File: config.mk
export PLATFORM = sky130hd
export DESIGN_NAME = rv_core_top
export DESIGN_NICKNAME = d
export VERILOG_FILES = /design/src/hdl/rv_pkg.sv /design/src/hdl/pipe_reg.sv /design/src/hdl/reg_file.sv /design/src/hdl/decode_stage.sv /design/src/hdl/hazard_unit.sv /design/src/hdl/execute_stage.sv /design/src/hdl/data_mem.sv /design/src/hdl/rv_core_top.sv
export SDC_FILE = /design/constraint.sdc
export NUM_CORES = 2
export LEC_CHECK = 0
export BUFFER_PORTS_ARGS = -buffer_cell sky130_fd_sc_hd__buf_2
export CAP_MARGIN = 20
export CORE_UTILIZATION = 68
export CTS_CLUSTER_SIZE = 14
export DETAILED_ROUTE_END_ITERATION = 8
export PLACE_DENSITY = 0.95
export SLEW_MARGIN = 25
export SYNTH_ARGS = -nofsm -noshare
export SYNTH_HDL_FRONTEND = slang
export SYNTH_SLANG_ARGS = --single-unit
File: constraint.sdc
create_clock -name clk -period 13.2 [get_ports clk]
set_clock_uncertainty 0.15 [all_clocks]
set_input_delay 1.32 -clock clk [delete_from_list [all_inputs] [get_ports clk]]
set_output_delay 1.32 -clock clk [all_outputs]
set_load 0.02 [all_outputs]
File: src/hdl/rv_pkg.sv
package rv_pkg;

    localparam int XLEN        = 32;
    localparam int REG_ADDR_W  = 5;
    localparam int DMEM_WORDS  = 64;
    localparam int DMEM_ADDR_W = $clog2(DMEM_WORDS);

    // ADDI x0, x0, 0
    localparam logic [XLEN-1:0] NOP_INSTR = 32'h0000_0013;

    // Forwarding mux selects
    localparam logic [1:0] FWD_NONE = 2'b00;
    localparam logic [1:0] FWD_EX   = 2'b01;
    localparam logic [1:0] FWD_WB   = 2'b10;

    typedef enum logic [6:0] {
        OPC_OP     = 7'b0110011,
        OPC_OP_IMM = 7'b0010011,
        OPC_LUI    = 7'b0110111,
        OPC_LOAD   = 7'b0000011,
        OPC_STORE  = 7'b0100011
    } opcode_e;

    typedef enum logic [3:0] {
        ALU_ADD    = 4'd0,
        ALU_SUB    = 4'd1,
        ALU_AND    = 4'd2,
        ALU_OR     = 4'd3,
        ALU_XOR    = 4'd4,
        ALU_SLT    = 4'd5,
        ALU_SLL    = 4'd6,
        ALU_SRL    = 4'd7,
        ALU_PASS_B = 4'd8
    } alu_op_e;

    typedef struct packed {
        logic mem_write;
        logic mem2reg;
        logic reg_write;
        logic alu_src;
    } ctrl_t;

    typedef struct packed {
        logic            valid;
        logic [XLEN-1:0] pc;
        logic [XLEN-1:0] instr;
    } if_id_t;

    typedef struct packed {
        logic                  valid;
        logic [XLEN-1:0]       rs1_data;
        logic [XLEN-1:0]       rs2_data;
        logic [XLEN-1:0]       imm;
        alu_op_e               alu_op;
        logic [REG_ADDR_W-1:0] rs1;
        logic [REG_ADDR_W-1:0] rs2;
        logic [REG_ADDR_W-1:0] rd;
        ctrl_t                 ctrl;
    } id_ex_t;

    typedef struct packed {
        logic                  valid;
        logic [XLEN-1:0]       alu_result;
        logic [XLEN-1:0]       write_data;
        logic [REG_ADDR_W-1:0] rd;
        ctrl_t                 ctrl;
    } ex_mem_t;

    typedef struct packed {
        logic                  valid;
        logic [XLEN-1:0]       alu_result;
        logic [XLEN-1:0]       mem_data;
        logic [REG_ADDR_W-1:0] rd;
        ctrl_t                 ctrl;
    } mem_wb_t;

    typedef struct packed {
        logic                  valid;
        logic [REG_ADDR_W-1:0] rd;
        logic                  we;
        logic [XLEN-1:0]       data;
    } retire_t;

endpackage

File: src/hdl/pipe_reg.sv
module pipe_reg #(
    parameter type payload_t = logic
) (
    input  logic     clk,
    input  logic     i_rst_n,
    input  logic     i_hold,
    input  logic     i_bubble,
    input  payload_t i_d,
    output payload_t o_q
);

    // All-zero payload is an invalid slot with every control bit low
    always_ff @(posedge clk)
    begin
        if (!i_rst_n || i_bubble)
        begin
            o_q <= '0;
        end
        else if (!i_hold)
        begin
            o_q <= i_d;
        end
    end

endmodule

File: src/hdl/reg_file.sv
module reg_file (
    input  logic                          clk,
    input  logic                          i_rst_n,
    input  logic [rv_pkg::REG_ADDR_W-1:0] i_rs1,
    input  logic [rv_pkg::REG_ADDR_W-1:0] i_rs2,
    input  logic                          i_we,
    input  logic [rv_pkg::REG_ADDR_W-1:0] i_rd,
    input  logic [rv_pkg::XLEN-1:0]       i_wdata,
    output logic [rv_pkg::XLEN-1:0]       o_rs1_data,
    output logic [rv_pkg::XLEN-1:0]       o_rs2_data
);

    // x0 has no storage
    logic [rv_pkg::XLEN-1:0] regs [1:31];

    always_ff @(posedge clk)
    begin
        if (!i_rst_n)
        begin
            for (int i = 1; i < 32; i++)
            begin
                regs[i] <= '0;
            end
        end
        else if (i_we && (i_rd != '0))
        begin
            regs[i_rd] <= i_wdata;
        end
    end

    function automatic logic [rv_pkg::XLEN-1:0] read_port(
        input logic [rv_pkg::REG_ADDR_W-1:0] addr
    );
        if (addr == '0)
        begin
            return '0;
        end
        // Same-cycle write is visible to the reader
        if (i_we && (addr == i_rd))
        begin
            return i_wdata;
        end
        return regs[addr];
    endfunction

    assign o_rs1_data = read_port(i_rs1);
    assign o_rs2_data = read_port(i_rs2);

endmodule

File: src/hdl/decode_stage.sv
module decode_stage (
    input  rv_pkg::if_id_t                i_if_id,
    input  logic [rv_pkg::XLEN-1:0]       i_rs1_data,
    input  logic [rv_pkg::XLEN-1:0]       i_rs2_data,
    output logic [rv_pkg::REG_ADDR_W-1:0] o_rs1,
    output logic [rv_pkg::REG_ADDR_W-1:0] o_rs2,
    output rv_pkg::id_ex_t                o_id_ex
);

    logic [rv_pkg::XLEN-1:0] instr;
    logic [6:0]              opcode;
    logic [2:0]              funct3;
    logic [6:0]              funct7;

    assign instr  = i_if_id.instr;
    assign opcode = instr[6:0];
    assign funct3 = instr[14:12];
    assign funct7 = instr[31:25];
    assign o_rs1  = instr[19:15];
    assign o_rs2  = instr[24:20];

    always_comb
    begin
        o_id_ex          = '0;
        o_id_ex.valid    = i_if_id.valid;
        o_id_ex.rs1_data = i_rs1_data;
        o_id_ex.rs2_data = i_rs2_data;
        o_id_ex.rs1      = o_rs1;
        o_id_ex.rs2      = o_rs2;
        o_id_ex.rd       = instr[11:7];
        o_id_ex.alu_op   = rv_pkg::ALU_ADD;
        // I-type by default
        o_id_ex.imm      = {{20{instr[31]}}, instr[31:20]};

        case (opcode)
            rv_pkg::OPC_OP:
            begin
                o_id_ex.ctrl.reg_write = (funct7 == 7'h00)
                                      || (funct7 == 7'h20 && funct3 == 3'b000);
                case (funct3)
                    3'b000: o_id_ex.alu_op = funct7[5] ? rv_pkg::ALU_SUB : rv_pkg::ALU_ADD;
                    3'b001: o_id_ex.alu_op = rv_pkg::ALU_SLL;
                    3'b010: o_id_ex.alu_op = rv_pkg::ALU_SLT;
                    3'b100: o_id_ex.alu_op = rv_pkg::ALU_XOR;
                    3'b101: o_id_ex.alu_op = rv_pkg::ALU_SRL;
                    3'b110: o_id_ex.alu_op = rv_pkg::ALU_OR;
                    3'b111: o_id_ex.alu_op = rv_pkg::ALU_AND;
                    default: o_id_ex.ctrl.reg_write = 1'b0;
                endcase
            end
            rv_pkg::OPC_OP_IMM:
            begin
                o_id_ex.ctrl.alu_src   = 1'b1;
                o_id_ex.ctrl.reg_write = 1'b1;
                case (funct3)
                    3'b000: o_id_ex.alu_op = rv_pkg::ALU_ADD;
                    3'b010: o_id_ex.alu_op = rv_pkg::ALU_SLT;
                    3'b100: o_id_ex.alu_op = rv_pkg::ALU_XOR;
                    3'b110: o_id_ex.alu_op = rv_pkg::ALU_OR;
                    3'b111: o_id_ex.alu_op = rv_pkg::ALU_AND;
                    // Shift immediates and SLTIU are not supported
                    default: o_id_ex.ctrl = '0;
                endcase
            end
            rv_pkg::OPC_LUI:
            begin
                o_id_ex.imm            = {instr[31:12], 12'b0};
                o_id_ex.alu_op         = rv_pkg::ALU_PASS_B;
                o_id_ex.ctrl.alu_src   = 1'b1;
                o_id_ex.ctrl.reg_write = 1'b1;
            end
            rv_pkg::OPC_LOAD:
            begin
                o_id_ex.ctrl.alu_src   = (funct3 == 3'b010);
                o_id_ex.ctrl.mem2reg   = (funct3 == 3'b010);
                o_id_ex.ctrl.reg_write = (funct3 == 3'b010);
            end
            rv_pkg::OPC_STORE:
            begin
                o_id_ex.imm            = {{20{instr[31]}}, instr[31:25], instr[11:7]};
                o_id_ex.ctrl.alu_src   = (funct3 == 3'b010);
                o_id_ex.ctrl.mem_write = (funct3 == 3'b010);
            end
            default:
            begin
                o_id_ex.ctrl = '0;
            end
        endcase

        // Writes to x0 are dropped here so later stages never see them
        if (o_id_ex.rd == '0)
        begin
            o_id_ex.ctrl.reg_write = 1'b0;
        end
    end

endmodule

File: src/hdl/hazard_unit.sv
module hazard_unit (
    input  logic [rv_pkg::REG_ADDR_W-1:0] i_if_id_rs1,
    input  logic [rv_pkg::REG_ADDR_W-1:0] i_if_id_rs2,
    input  rv_pkg::id_ex_t                i_id_ex,
    input  rv_pkg::ex_mem_t               i_ex_mem,
    input  rv_pkg::mem_wb_t               i_mem_wb,
    output logic [1:0]                    o_fwd_a,
    output logic [1:0]                    o_fwd_b,
    output logic                          o_stall
);

    logic ex_writes;
    logic wb_writes;
    logic id_ex_load;

    assign ex_writes = i_ex_mem.valid && i_ex_mem.ctrl.reg_write && (i_ex_mem.rd != '0);
    assign wb_writes = i_mem_wb.valid && i_mem_wb.ctrl.reg_write && (i_mem_wb.rd != '0);

    // EX/MEM holds the younger result and takes priority
    function automatic logic [1:0] fwd_sel(input logic [rv_pkg::REG_ADDR_W-1:0] rs);
        if (ex_writes && (i_ex_mem.rd == rs))
        begin
            return rv_pkg::FWD_EX;
        end
        if (wb_writes && (i_mem_wb.rd == rs))
        begin
            return rv_pkg::FWD_WB;
        end
        return rv_pkg::FWD_NONE;
    endfunction

    assign o_fwd_a = fwd_sel(i_id_ex.rs1);
    assign o_fwd_b = fwd_sel(i_id_ex.rs2);

    // Load result is not ready until MEM/WB, so the consumer waits one cycle
    assign id_ex_load = i_id_ex.valid && i_id_ex.ctrl.mem2reg && (i_id_ex.rd != '0);
    assign o_stall    = id_ex_load
                     && ((i_id_ex.rd == i_if_id_rs1) || (i_id_ex.rd == i_if_id_rs2));

endmodule

File: src/hdl/execute_stage.sv
module execute_stage (
    input  rv_pkg::id_ex_t          i_id_ex,
    input  logic [1:0]              i_fwd_a,
    input  logic [1:0]              i_fwd_b,
    input  logic [rv_pkg::XLEN-1:0] i_ex_fwd_data,
    input  logic [rv_pkg::XLEN-1:0] i_wb_fwd_data,
    output rv_pkg::ex_mem_t         o_ex_mem
);

    logic [rv_pkg::XLEN-1:0] op_a;
    logic [rv_pkg::XLEN-1:0] rs2_val;
    logic [rv_pkg::XLEN-1:0] op_b;
    logic [rv_pkg::XLEN-1:0] result;

    function automatic logic [rv_pkg::XLEN-1:0] fwd_mux(
        input logic [1:0]              sel,
        input logic [rv_pkg::XLEN-1:0] reg_val
    );
        case (sel)
            rv_pkg::FWD_EX: return i_ex_fwd_data;
            rv_pkg::FWD_WB: return i_wb_fwd_data;
            default:        return reg_val;
        endcase
    endfunction

    assign op_a    = fwd_mux(i_fwd_a, i_id_ex.rs1_data);
    assign rs2_val = fwd_mux(i_fwd_b, i_id_ex.rs2_data);
    assign op_b    = i_id_ex.ctrl.alu_src ? i_id_ex.imm : rs2_val;

    always_comb
    begin
        case (i_id_ex.alu_op)
            rv_pkg::ALU_ADD:    result = op_a + op_b;
            rv_pkg::ALU_SUB:    result = op_a - op_b;
            rv_pkg::ALU_AND:    result = op_a & op_b;
            rv_pkg::ALU_OR:     result = op_a | op_b;
            rv_pkg::ALU_XOR:    result = op_a ^ op_b;
            rv_pkg::ALU_SLT:    result = {{(rv_pkg::XLEN-1){1'b0}}, $signed(op_a) < $signed(op_b)};
            rv_pkg::ALU_SLL:    result = op_a << op_b[4:0];
            rv_pkg::ALU_SRL:    result = op_a >> op_b[4:0];
            rv_pkg::ALU_PASS_B: result = op_b;
            default:            result = '0;
        endcase
    end

    always_comb
    begin
        o_ex_mem.valid      = i_id_ex.valid;
        o_ex_mem.alu_result = result;
        // Store data is the forwarded rs2, not the immediate
        o_ex_mem.write_data = rs2_val;
        o_ex_mem.rd         = i_id_ex.rd;
        o_ex_mem.ctrl       = i_id_ex.ctrl;
    end

endmodule

File: src/hdl/data_mem.sv
module data_mem (
    input  logic                    clk,
    input  logic                    i_we,
    input  logic [rv_pkg::XLEN-1:0] i_addr,
    input  logic [rv_pkg::XLEN-1:0] i_wdata,
    output logic [rv_pkg::XLEN-1:0] o_rdata
);

    logic [rv_pkg::XLEN-1:0]        mem [rv_pkg::DMEM_WORDS];
    logic [rv_pkg::DMEM_ADDR_W-1:0] word_idx;

    // Byte offset dropped, upper address bits wrap
    assign word_idx = i_addr[rv_pkg::DMEM_ADDR_W+1:2];

    always_ff @(posedge clk)
    begin
        if (i_we)
        begin
            mem[word_idx] <= i_wdata;
        end
    end

    assign o_rdata = mem[word_idx];

endmodule

File: src/hdl/rv_core_top.sv
module rv_core_top (
    input  logic                    clk,
    input  logic                    i_rst_n,
    output logic [rv_pkg::XLEN-1:0] o_imem_addr,
    input  logic [rv_pkg::XLEN-1:0] i_imem_instr,
    output rv_pkg::retire_t         o_retire
);

    logic [rv_pkg::XLEN-1:0]       pc_q;
    logic                          stall;
    logic [1:0]                    fwd_a;
    logic [1:0]                    fwd_b;
    logic [rv_pkg::REG_ADDR_W-1:0] dec_rs1;
    logic [rv_pkg::REG_ADDR_W-1:0] dec_rs2;
    logic [rv_pkg::XLEN-1:0]       rs1_data;
    logic [rv_pkg::XLEN-1:0]       rs2_data;
    logic [rv_pkg::XLEN-1:0]       dmem_rdata;
    logic                          dmem_we;
    logic                          rf_we;
    logic [rv_pkg::XLEN-1:0]       wb_data;

    rv_pkg::if_id_t  if_id_d,  if_id;
    rv_pkg::id_ex_t  id_ex_d,  id_ex;
    rv_pkg::ex_mem_t ex_mem_d, ex_mem;
    rv_pkg::mem_wb_t mem_wb_d, mem_wb;

    always_ff @(posedge clk)
    begin
        if (!i_rst_n)
        begin
            pc_q <= '0;
        end
        else if (!stall)
        begin
            pc_q <= pc_q + 32'd4;
        end
    end

    assign o_imem_addr = pc_q;

    always_comb
    begin
        if_id_d.valid = 1'b1;
        if_id_d.pc    = pc_q;
        if_id_d.instr = i_imem_instr;
    end

    pipe_reg #(.payload_t(rv_pkg::if_id_t)) if_id_q (
        .clk(clk), .i_rst_n(i_rst_n), .i_hold(stall), .i_bubble(1'b0),
        .i_d(if_id_d), .o_q(if_id)
    );

    decode_stage u_decode (
        .i_if_id(if_id), .i_rs1_data(rs1_data), .i_rs2_data(rs2_data),
        .o_rs1(dec_rs1), .o_rs2(dec_rs2), .o_id_ex(id_ex_d)
    );

    reg_file u_reg_file (
        .clk(clk), .i_rst_n(i_rst_n), .i_rs1(dec_rs1), .i_rs2(dec_rs2),
        .i_we(rf_we), .i_rd(mem_wb.rd), .i_wdata(wb_data),
        .o_rs1_data(rs1_data), .o_rs2_data(rs2_data)
    );

    hazard_unit u_hazard (
        .i_if_id_rs1(dec_rs1), .i_if_id_rs2(dec_rs2), .i_id_ex(id_ex),
        .i_ex_mem(ex_mem), .i_mem_wb(mem_wb),
        .o_fwd_a(fwd_a), .o_fwd_b(fwd_b), .o_stall(stall)
    );

    // Load-use stall turns the ID/EX slot into a bubble
    pipe_reg #(.payload_t(rv_pkg::id_ex_t)) id_ex_q (
        .clk(clk), .i_rst_n(i_rst_n), .i_hold(1'b0), .i_bubble(stall),
        .i_d(id_ex_d), .o_q(id_ex)
    );

    execute_stage u_execute (
        .i_id_ex(id_ex), .i_fwd_a(fwd_a), .i_fwd_b(fwd_b),
        .i_ex_fwd_data(ex_mem.alu_result), .i_wb_fwd_data(wb_data),
        .o_ex_mem(ex_mem_d)
    );

    pipe_reg #(.payload_t(rv_pkg::ex_mem_t)) ex_mem_q (
        .clk(clk), .i_rst_n(i_rst_n), .i_hold(1'b0), .i_bubble(1'b0),
        .i_d(ex_mem_d), .o_q(ex_mem)
    );

    assign dmem_we = ex_mem.valid && ex_mem.ctrl.mem_write;

    data_mem u_data_mem (
        .clk(clk), .i_we(dmem_we), .i_addr(ex_mem.alu_result),
        .i_wdata(ex_mem.write_data), .o_rdata(dmem_rdata)
    );

    always_comb
    begin
        mem_wb_d.valid      = ex_mem.valid;
        mem_wb_d.alu_result = ex_mem.alu_result;
        mem_wb_d.mem_data   = dmem_rdata;
        mem_wb_d.rd         = ex_mem.rd;
        mem_wb_d.ctrl       = ex_mem.ctrl;
    end

    pipe_reg #(.payload_t(rv_pkg::mem_wb_t)) mem_wb_q (
        .clk(clk), .i_rst_n(i_rst_n), .i_hold(1'b0), .i_bubble(1'b0),
        .i_d(mem_wb_d), .o_q(mem_wb)
    );

    // Writeback
    assign wb_data = mem_wb.ctrl.mem2reg ? mem_wb.mem_data : mem_wb.alu_result;
    assign rf_we   = mem_wb.valid && mem_wb.ctrl.reg_write;

    always_comb
    begin
        o_retire.valid = mem_wb.valid;
        o_retire.rd    = mem_wb.rd;
        o_retire.we    = rf_we;
        o_retire.data  = wb_data;
    end

endmodule

==> results.tsv, run 1 <==
stage	metric	value	unit
outcome	status	stopped before the end	
outcome	stage reached	global routing	
outcome	First Err	[ERROR GRT-0116] Global routing finished with congestion. Check the congestion regions in the DRC Viewer.	
logic_synthesis	synth unique cells	92	
cts	TritonCTS buffer count	341	
place	PortBufs	102	
cts	CTS root buf	clkbuf_16	
place	routability cong.	1.03	
logic_synthesis	dominant cell by count in the synthesized netlist	edfxtp_1	
floorplanning	Starting Density	68.7	%
logic_synthesis	register bit count reported by yosys	3410	
logic_synthesis	Synth async-reset ratio	0	%
logic_synthesis	register area share after synthesis	67.8	%
cts	Sink Count	3410	
global_route	vias in the first global route	120000	
global_route	grt total ovfl	9	
global_route	first-pass GRT wire length	967	mm
logic_synthesis	Synthesis Warnings	0	
cts	hold buffer count at CTS	0	
logic_synthesis	Most used DFF post-synth	edfxtp_1	
floorplanning	Die W	466	microns
global_route	pin count of the biggest net entering global routing	140	
logic_synthesis	top cell type's share of synthesized area	63.1	%
cts	Setup Fix Bufs, Post-CTS	0	
floorplanning	FP Rows	169	
logic_synthesis	mean area per synthesized cell	15.1	sq um
floorplanning	Top Ports	105	
logic_synthesis	Synth Cell Area	146000	sq um
logic_synthesis	Synth top cells by count	edfxtp_1, nor2_1, a22oi_1, clkbuf_1, mux4_2	
logic_synthesis	post-synth top area cell	edfxtp_1	
logic_synthesis	EDFF count, synth	3072	
cts	H-tree Lvls	5	
cts	post-CTS resize count	0	
cts	CTS max path bufs	4	
global_route	Global Route Usage Sum	65.0	%
logic_synthesis	cell count after synthesis	9666	
floorplanning	Die Y	466	microns
place	HPWL after DPL	330	mm
logic_synthesis	ranking of synthesized cells by area	edfxtp_1, mux4_2, dfxtp_1, a22oi_1, nor2_1	
==> stage by stage <==
stage / std cells / setup slack (ns) / cell area, sq um
CTS: 12700 / 5.97 / 161000
detailed placement: 12100 / 6.13 / 151000
global placement: 12100 / 6.13 / 151000
floorplan: 9699 / 7.82 / 146000
==> per-layer routing <==
layer / GRT overflow / track usage [%]
met5: 0 / 30.9
met4: 7 / 58.3
met3: 1 / 49.9
met2: 1 / 81.3
met1: 0 / 66.6
==> logic make-up after synthesis <==
family | synth area share (%)
flops | 67.8
simple gates | 6.50
compound gates | 10.7
buf+inv | 2.60
mux | 11.0
fa+ha+maj | 0.867
xor+xnor | 0.522
other cells | 0.00257
==> run 2, diff against run 1 <==
CORE_UTILIZATION = 40   (was 68)
CTS_CLUSTER_SIZE = unset   (was 14)
PLACE_DENSITY = unset   (was 0.95)
PLACE_DENSITY_LB_ADDON = 0.15   (was unset)
==> run 2 against run 1 <==
The run now ends clean. Synthesized cell count unchanged. Area after synthesis stayed put.
==> results.tsv, run 2 <==
stage	metric	value	unit	change
outcome	status	complete, no violations		
logic_synthesis	Synth Cell Area	146000	sq um	unchanged
logic_synthesis	synth unique cells	92		unchanged
floorplanning	Top Ports	105		unchanged
routing	via count	95500		
setup_path	Worst setup SP type	register		
global_route	first-pass GRT wire length	774	mm	
logic_synthesis	register bit count reported by yosys	3410		unchanged
global_route	initial antenna violation count	48		
floorplanning	die area	368000	sq um	
final_layout	Area growth, synth to finish	13.5	%	
power	peak supply drop	0.000162	V	
cts	Sink Count	3410		unchanged
global_route	GR Util met3	4.96	%	
cts	TritonCTS clock tree	done		
routing	DRT Wirelength	568	mm	
power	Leak	52.4	nW	
logic_synthesis	register area share after synthesis	67.8	%	unchanged
setup_path	ordered list of cells on the worst path	buf_4, mux2i_4, buf_4, nand4_1, a311o_1, nand2_4, inv_2, buf_4, ha_1, inv_1, fa_1, nand3_1, nand2_1, a41oi_1, a2111oi_0, buf_4, o211ai_1, a211oi_1, nor2_1, o21ba_2, o21ai_1, a31oi_1		
final_layout	area occupied by multi-input gates	44900	sq um	
global_route	vias in the first global route	92100		
floorplanning	Die Y	606	microns	+30%
logic_synthesis	EDFF count, synth	3072		unchanged
logic_synthesis	cell count after synthesis	9666		unchanged
sta	Slew HR	20.4	%	
logic_synthesis	mean area per synthesized cell	15.1	sq um	unchanged
final_layout	sequential cell area	99100	sq um	
sta	Slew Limit Fails	0		
place	HPWL after DPL	336	mm	+1.8%
setup_path	FF-to-FF Start	mem_wb_q.o_q[2]		
routing	ANT nets after route	0		
global_route	Global Route Usage Sum	30.3	%	
floorplanning	Starting Density	40.3	%	-28 points
setup_path	Critical Path Start	mem_wb_q.o_q[2]		
global_route	pin count of the biggest net entering global routing	124		
logic_synthesis	post-synth top area cell	edfxtp_1		
final_layout	Top reg by flops	u_data_mem.mem		
cts	TritonCTS buffer count	371		+8.8%
setup_path	Worst Setup EP	ex_mem_q.o_q[41]		
global_route	met2 usage	47.3	%	
setup_path	Critical R2R Capture	ex_mem_q.o_q[41]		
final_layout	final design utilization	45.7	%	
logic_synthesis	Synth async-reset ratio	0	%	unchanged
final_layout	layout cells sized above 1	19.8	%	
routing	wire length per cell	38.3	microns	
logic_synthesis	Most used DFF post-synth	edfxtp_1		
setup_path	cells on worst reg2reg path	22		
power	Power Density	151	nW/um^2	
worst_hold_path	worst min path class	reg -> reg		
run	Max Cap Viol	0		
final_layout	commonest cells after routing, fill and taps aside	edfxtp_1, nor2_1, a22oi_1		
routing	1st-pass router iterations	6		
cts	CTS max path bufs	4		unchanged
final_layout	nets@finish	9819		
logic_synthesis	Synthesis Warnings	0		unchanged
routing	post-route DRC violation count	0		
cts	post-CTS resize count	0		unchanged
global_route	grt total ovfl	0		
cts	Setup Fix Bufs, Post-CTS	0		unchanged
sta	Final Hold Fails	0		
floorplanning	core area	363000	sq um	
floorplanning	FP Rows	221		+31%
logic_synthesis	top cell type's share of synthesized area	63.1	%	unchanged
setup_path	Crit. End Element	register		
cts	H-tree Lvls	5		unchanged
place	routability cong.	0.959		-6.5%
final_layout	post-route design area	166000	sq um	
routing	DRT iter0 DRCs	12300		
sta	worst hold slack	0.255	ns	
sta	Highest Clock Rate	132	MHz	
logic_synthesis	ranking of synthesized cells by area	edfxtp_1, mux4_2, dfxtp_1, a22oi_1, nor2_1		
final_layout	fillcell total	31600		
final_layout	max reg flops	2048		
cts	clk_lat worst skew	0.98	ns	
final_layout	most common cell after layout, fill and taps aside	edfxtp_1		
global_route	GRT Max-Usage Layer	met2		
setup_path	kind of critical path	reg -> reg		
cts	hold buffer count at CTS	0		unchanged
sta	Final min period	7.55	ns	
global_route	grt met1 use	42.1	%	
sta	fin crit share	57.2	%	
final_layout	Top Registers	u_data_mem.mem: 2048 flops, u_reg_file.regs: 1024 flops, id_ex_q.o_q: 120 flops		
setup_path	WP data required	13.82	ns	
power	Tot Pwr	0.0251	W	
logic_synthesis	dominant cell by count in the synthesized netlist	edfxtp_1		
setup_path	slowest CP cell	buf_4		
place	Post-DP Area	154000	sq um	+2.0%
routing	Via-to-Cell Ratio	6.45		
sta	# setup viols final	0		
sta	setup TNS	0	ns	
cts	CTS root buf	clkbuf_16		
setup_path	critical path peak fanout	63		
place	PortBufs	102		unchanged
cts	CTS clock-pin slew for the worst setup and hold paths	0.06	ns	
setup_path	R2R setup slack	5.65	ns	
setup_path	Worst path most repeated cell	buf_4		
logic_synthesis	Synth top cells by count	edfxtp_1, nor2_1, a22oi_1, clkbuf_1, mux4_2		
setup_path	slowest stage delay, CP	0.67	ns	
setup_path	Critical Path AT	8.17	ns	
floorplanning	Die W	606	microns	+30%
sta	unrepaired setup endpoints after global routing	false		
sta	Worst Max-Slew Pin Slew	1.18	ns	
## run 2: worst max-delay path: cells and delay by family, from the launching register on
kind / cells / cell delay (ns)
AO/OA/AOI/OAI: 8 / 2.79
buffers and inverters: 6 / 1.80
AND/OR/NAND/NOR: 5 / 1.00
flip-flops: 1 / 0.63
adder cells (fa/ha/maj): 2 / 0.55
multiplexers: 1 / 0.33
## run 2: stage by stage
stage                     setup WS [ns]  instances
after floorplan                    7.82       9699
after global placement             5.61      14100
after detailed placement           5.78      14100
after CTS                          5.68      14800
after global routing               5.25      14800
final                              5.65      14800
## run 2: final cells by class
cell class / count / area share, %
flip-flops and latches: 3410 / 59.8
multi-input cells: 5313 / 27.1
clock inverters: 206 / 1.13
inverters: 132 / 0.300
repair buffers: 457 / 2.03
well taps: 4794 / 3.62
diodes: 22 / 0.0332
clock buffers: 469 / 6.04
## run 2: cells by family after synthesis
| family | synth area share [%] |
|---|---|
| multiplexers | 11.0 |
| buffers and inverters | 2.60 |
| flip-flops | 67.8 |
| AND/OR/NAND/NOR | 6.50 |
| adder cells (fa/ha/maj) | 0.867 |
| XOR/XNOR | 0.522 |
| AO/OA/AOI/OAI | 10.7 |
| other | 0.00257 |
## run 2: how the worst min path moves through the flow
| stage | from | endpoint | slack [ns] | depth (start not counted) |
|---|---|---|---|---|
| floorplan | id_ex_q.o_q[1] | ex_mem_q.o_q[1] | 0.26 | 1 |
| global placement | ex_mem_q.o_q[2] | mem_wb_q.o_q[2] | 0.28 | 1 |
| detailed placement | ex_mem_q.o_q[2] | mem_wb_q.o_q[2] | 0.27 | 1 |
| CTS | ex_mem_q.o_q[2] | mem_wb_q.o_q[2] | 0.24 | 1 |
| global route | ex_mem_q.o_q[2] | mem_wb_q.o_q[2] | 0.26 | 1 |
| finish | ex_mem_q.o_q[2] | mem_wb_q.o_q[2] | 0.26 | 1 |
## run 2: power breakdown
group / internal [W] / switching (W) / total, W
clock: 0.00595 / 0.00438 / 0.0103
combinational: 0.000796 / 0.00178 / 0.00258
sequential: 0.0119 / 0.000261 / 0.0122
total: 0.0187 / 0.00642 / 0.0251
## run 2: layer usage
layer | part of all wire [%] | up-vias
met5 | 0.021 | -
met4 | 4.7 | 16
met3 | 8.6 | 1047
met2 | 46 | 5271
met1 | 41 | 50500
li1 | - | 38700
Power figures use the tool's default switching activity.
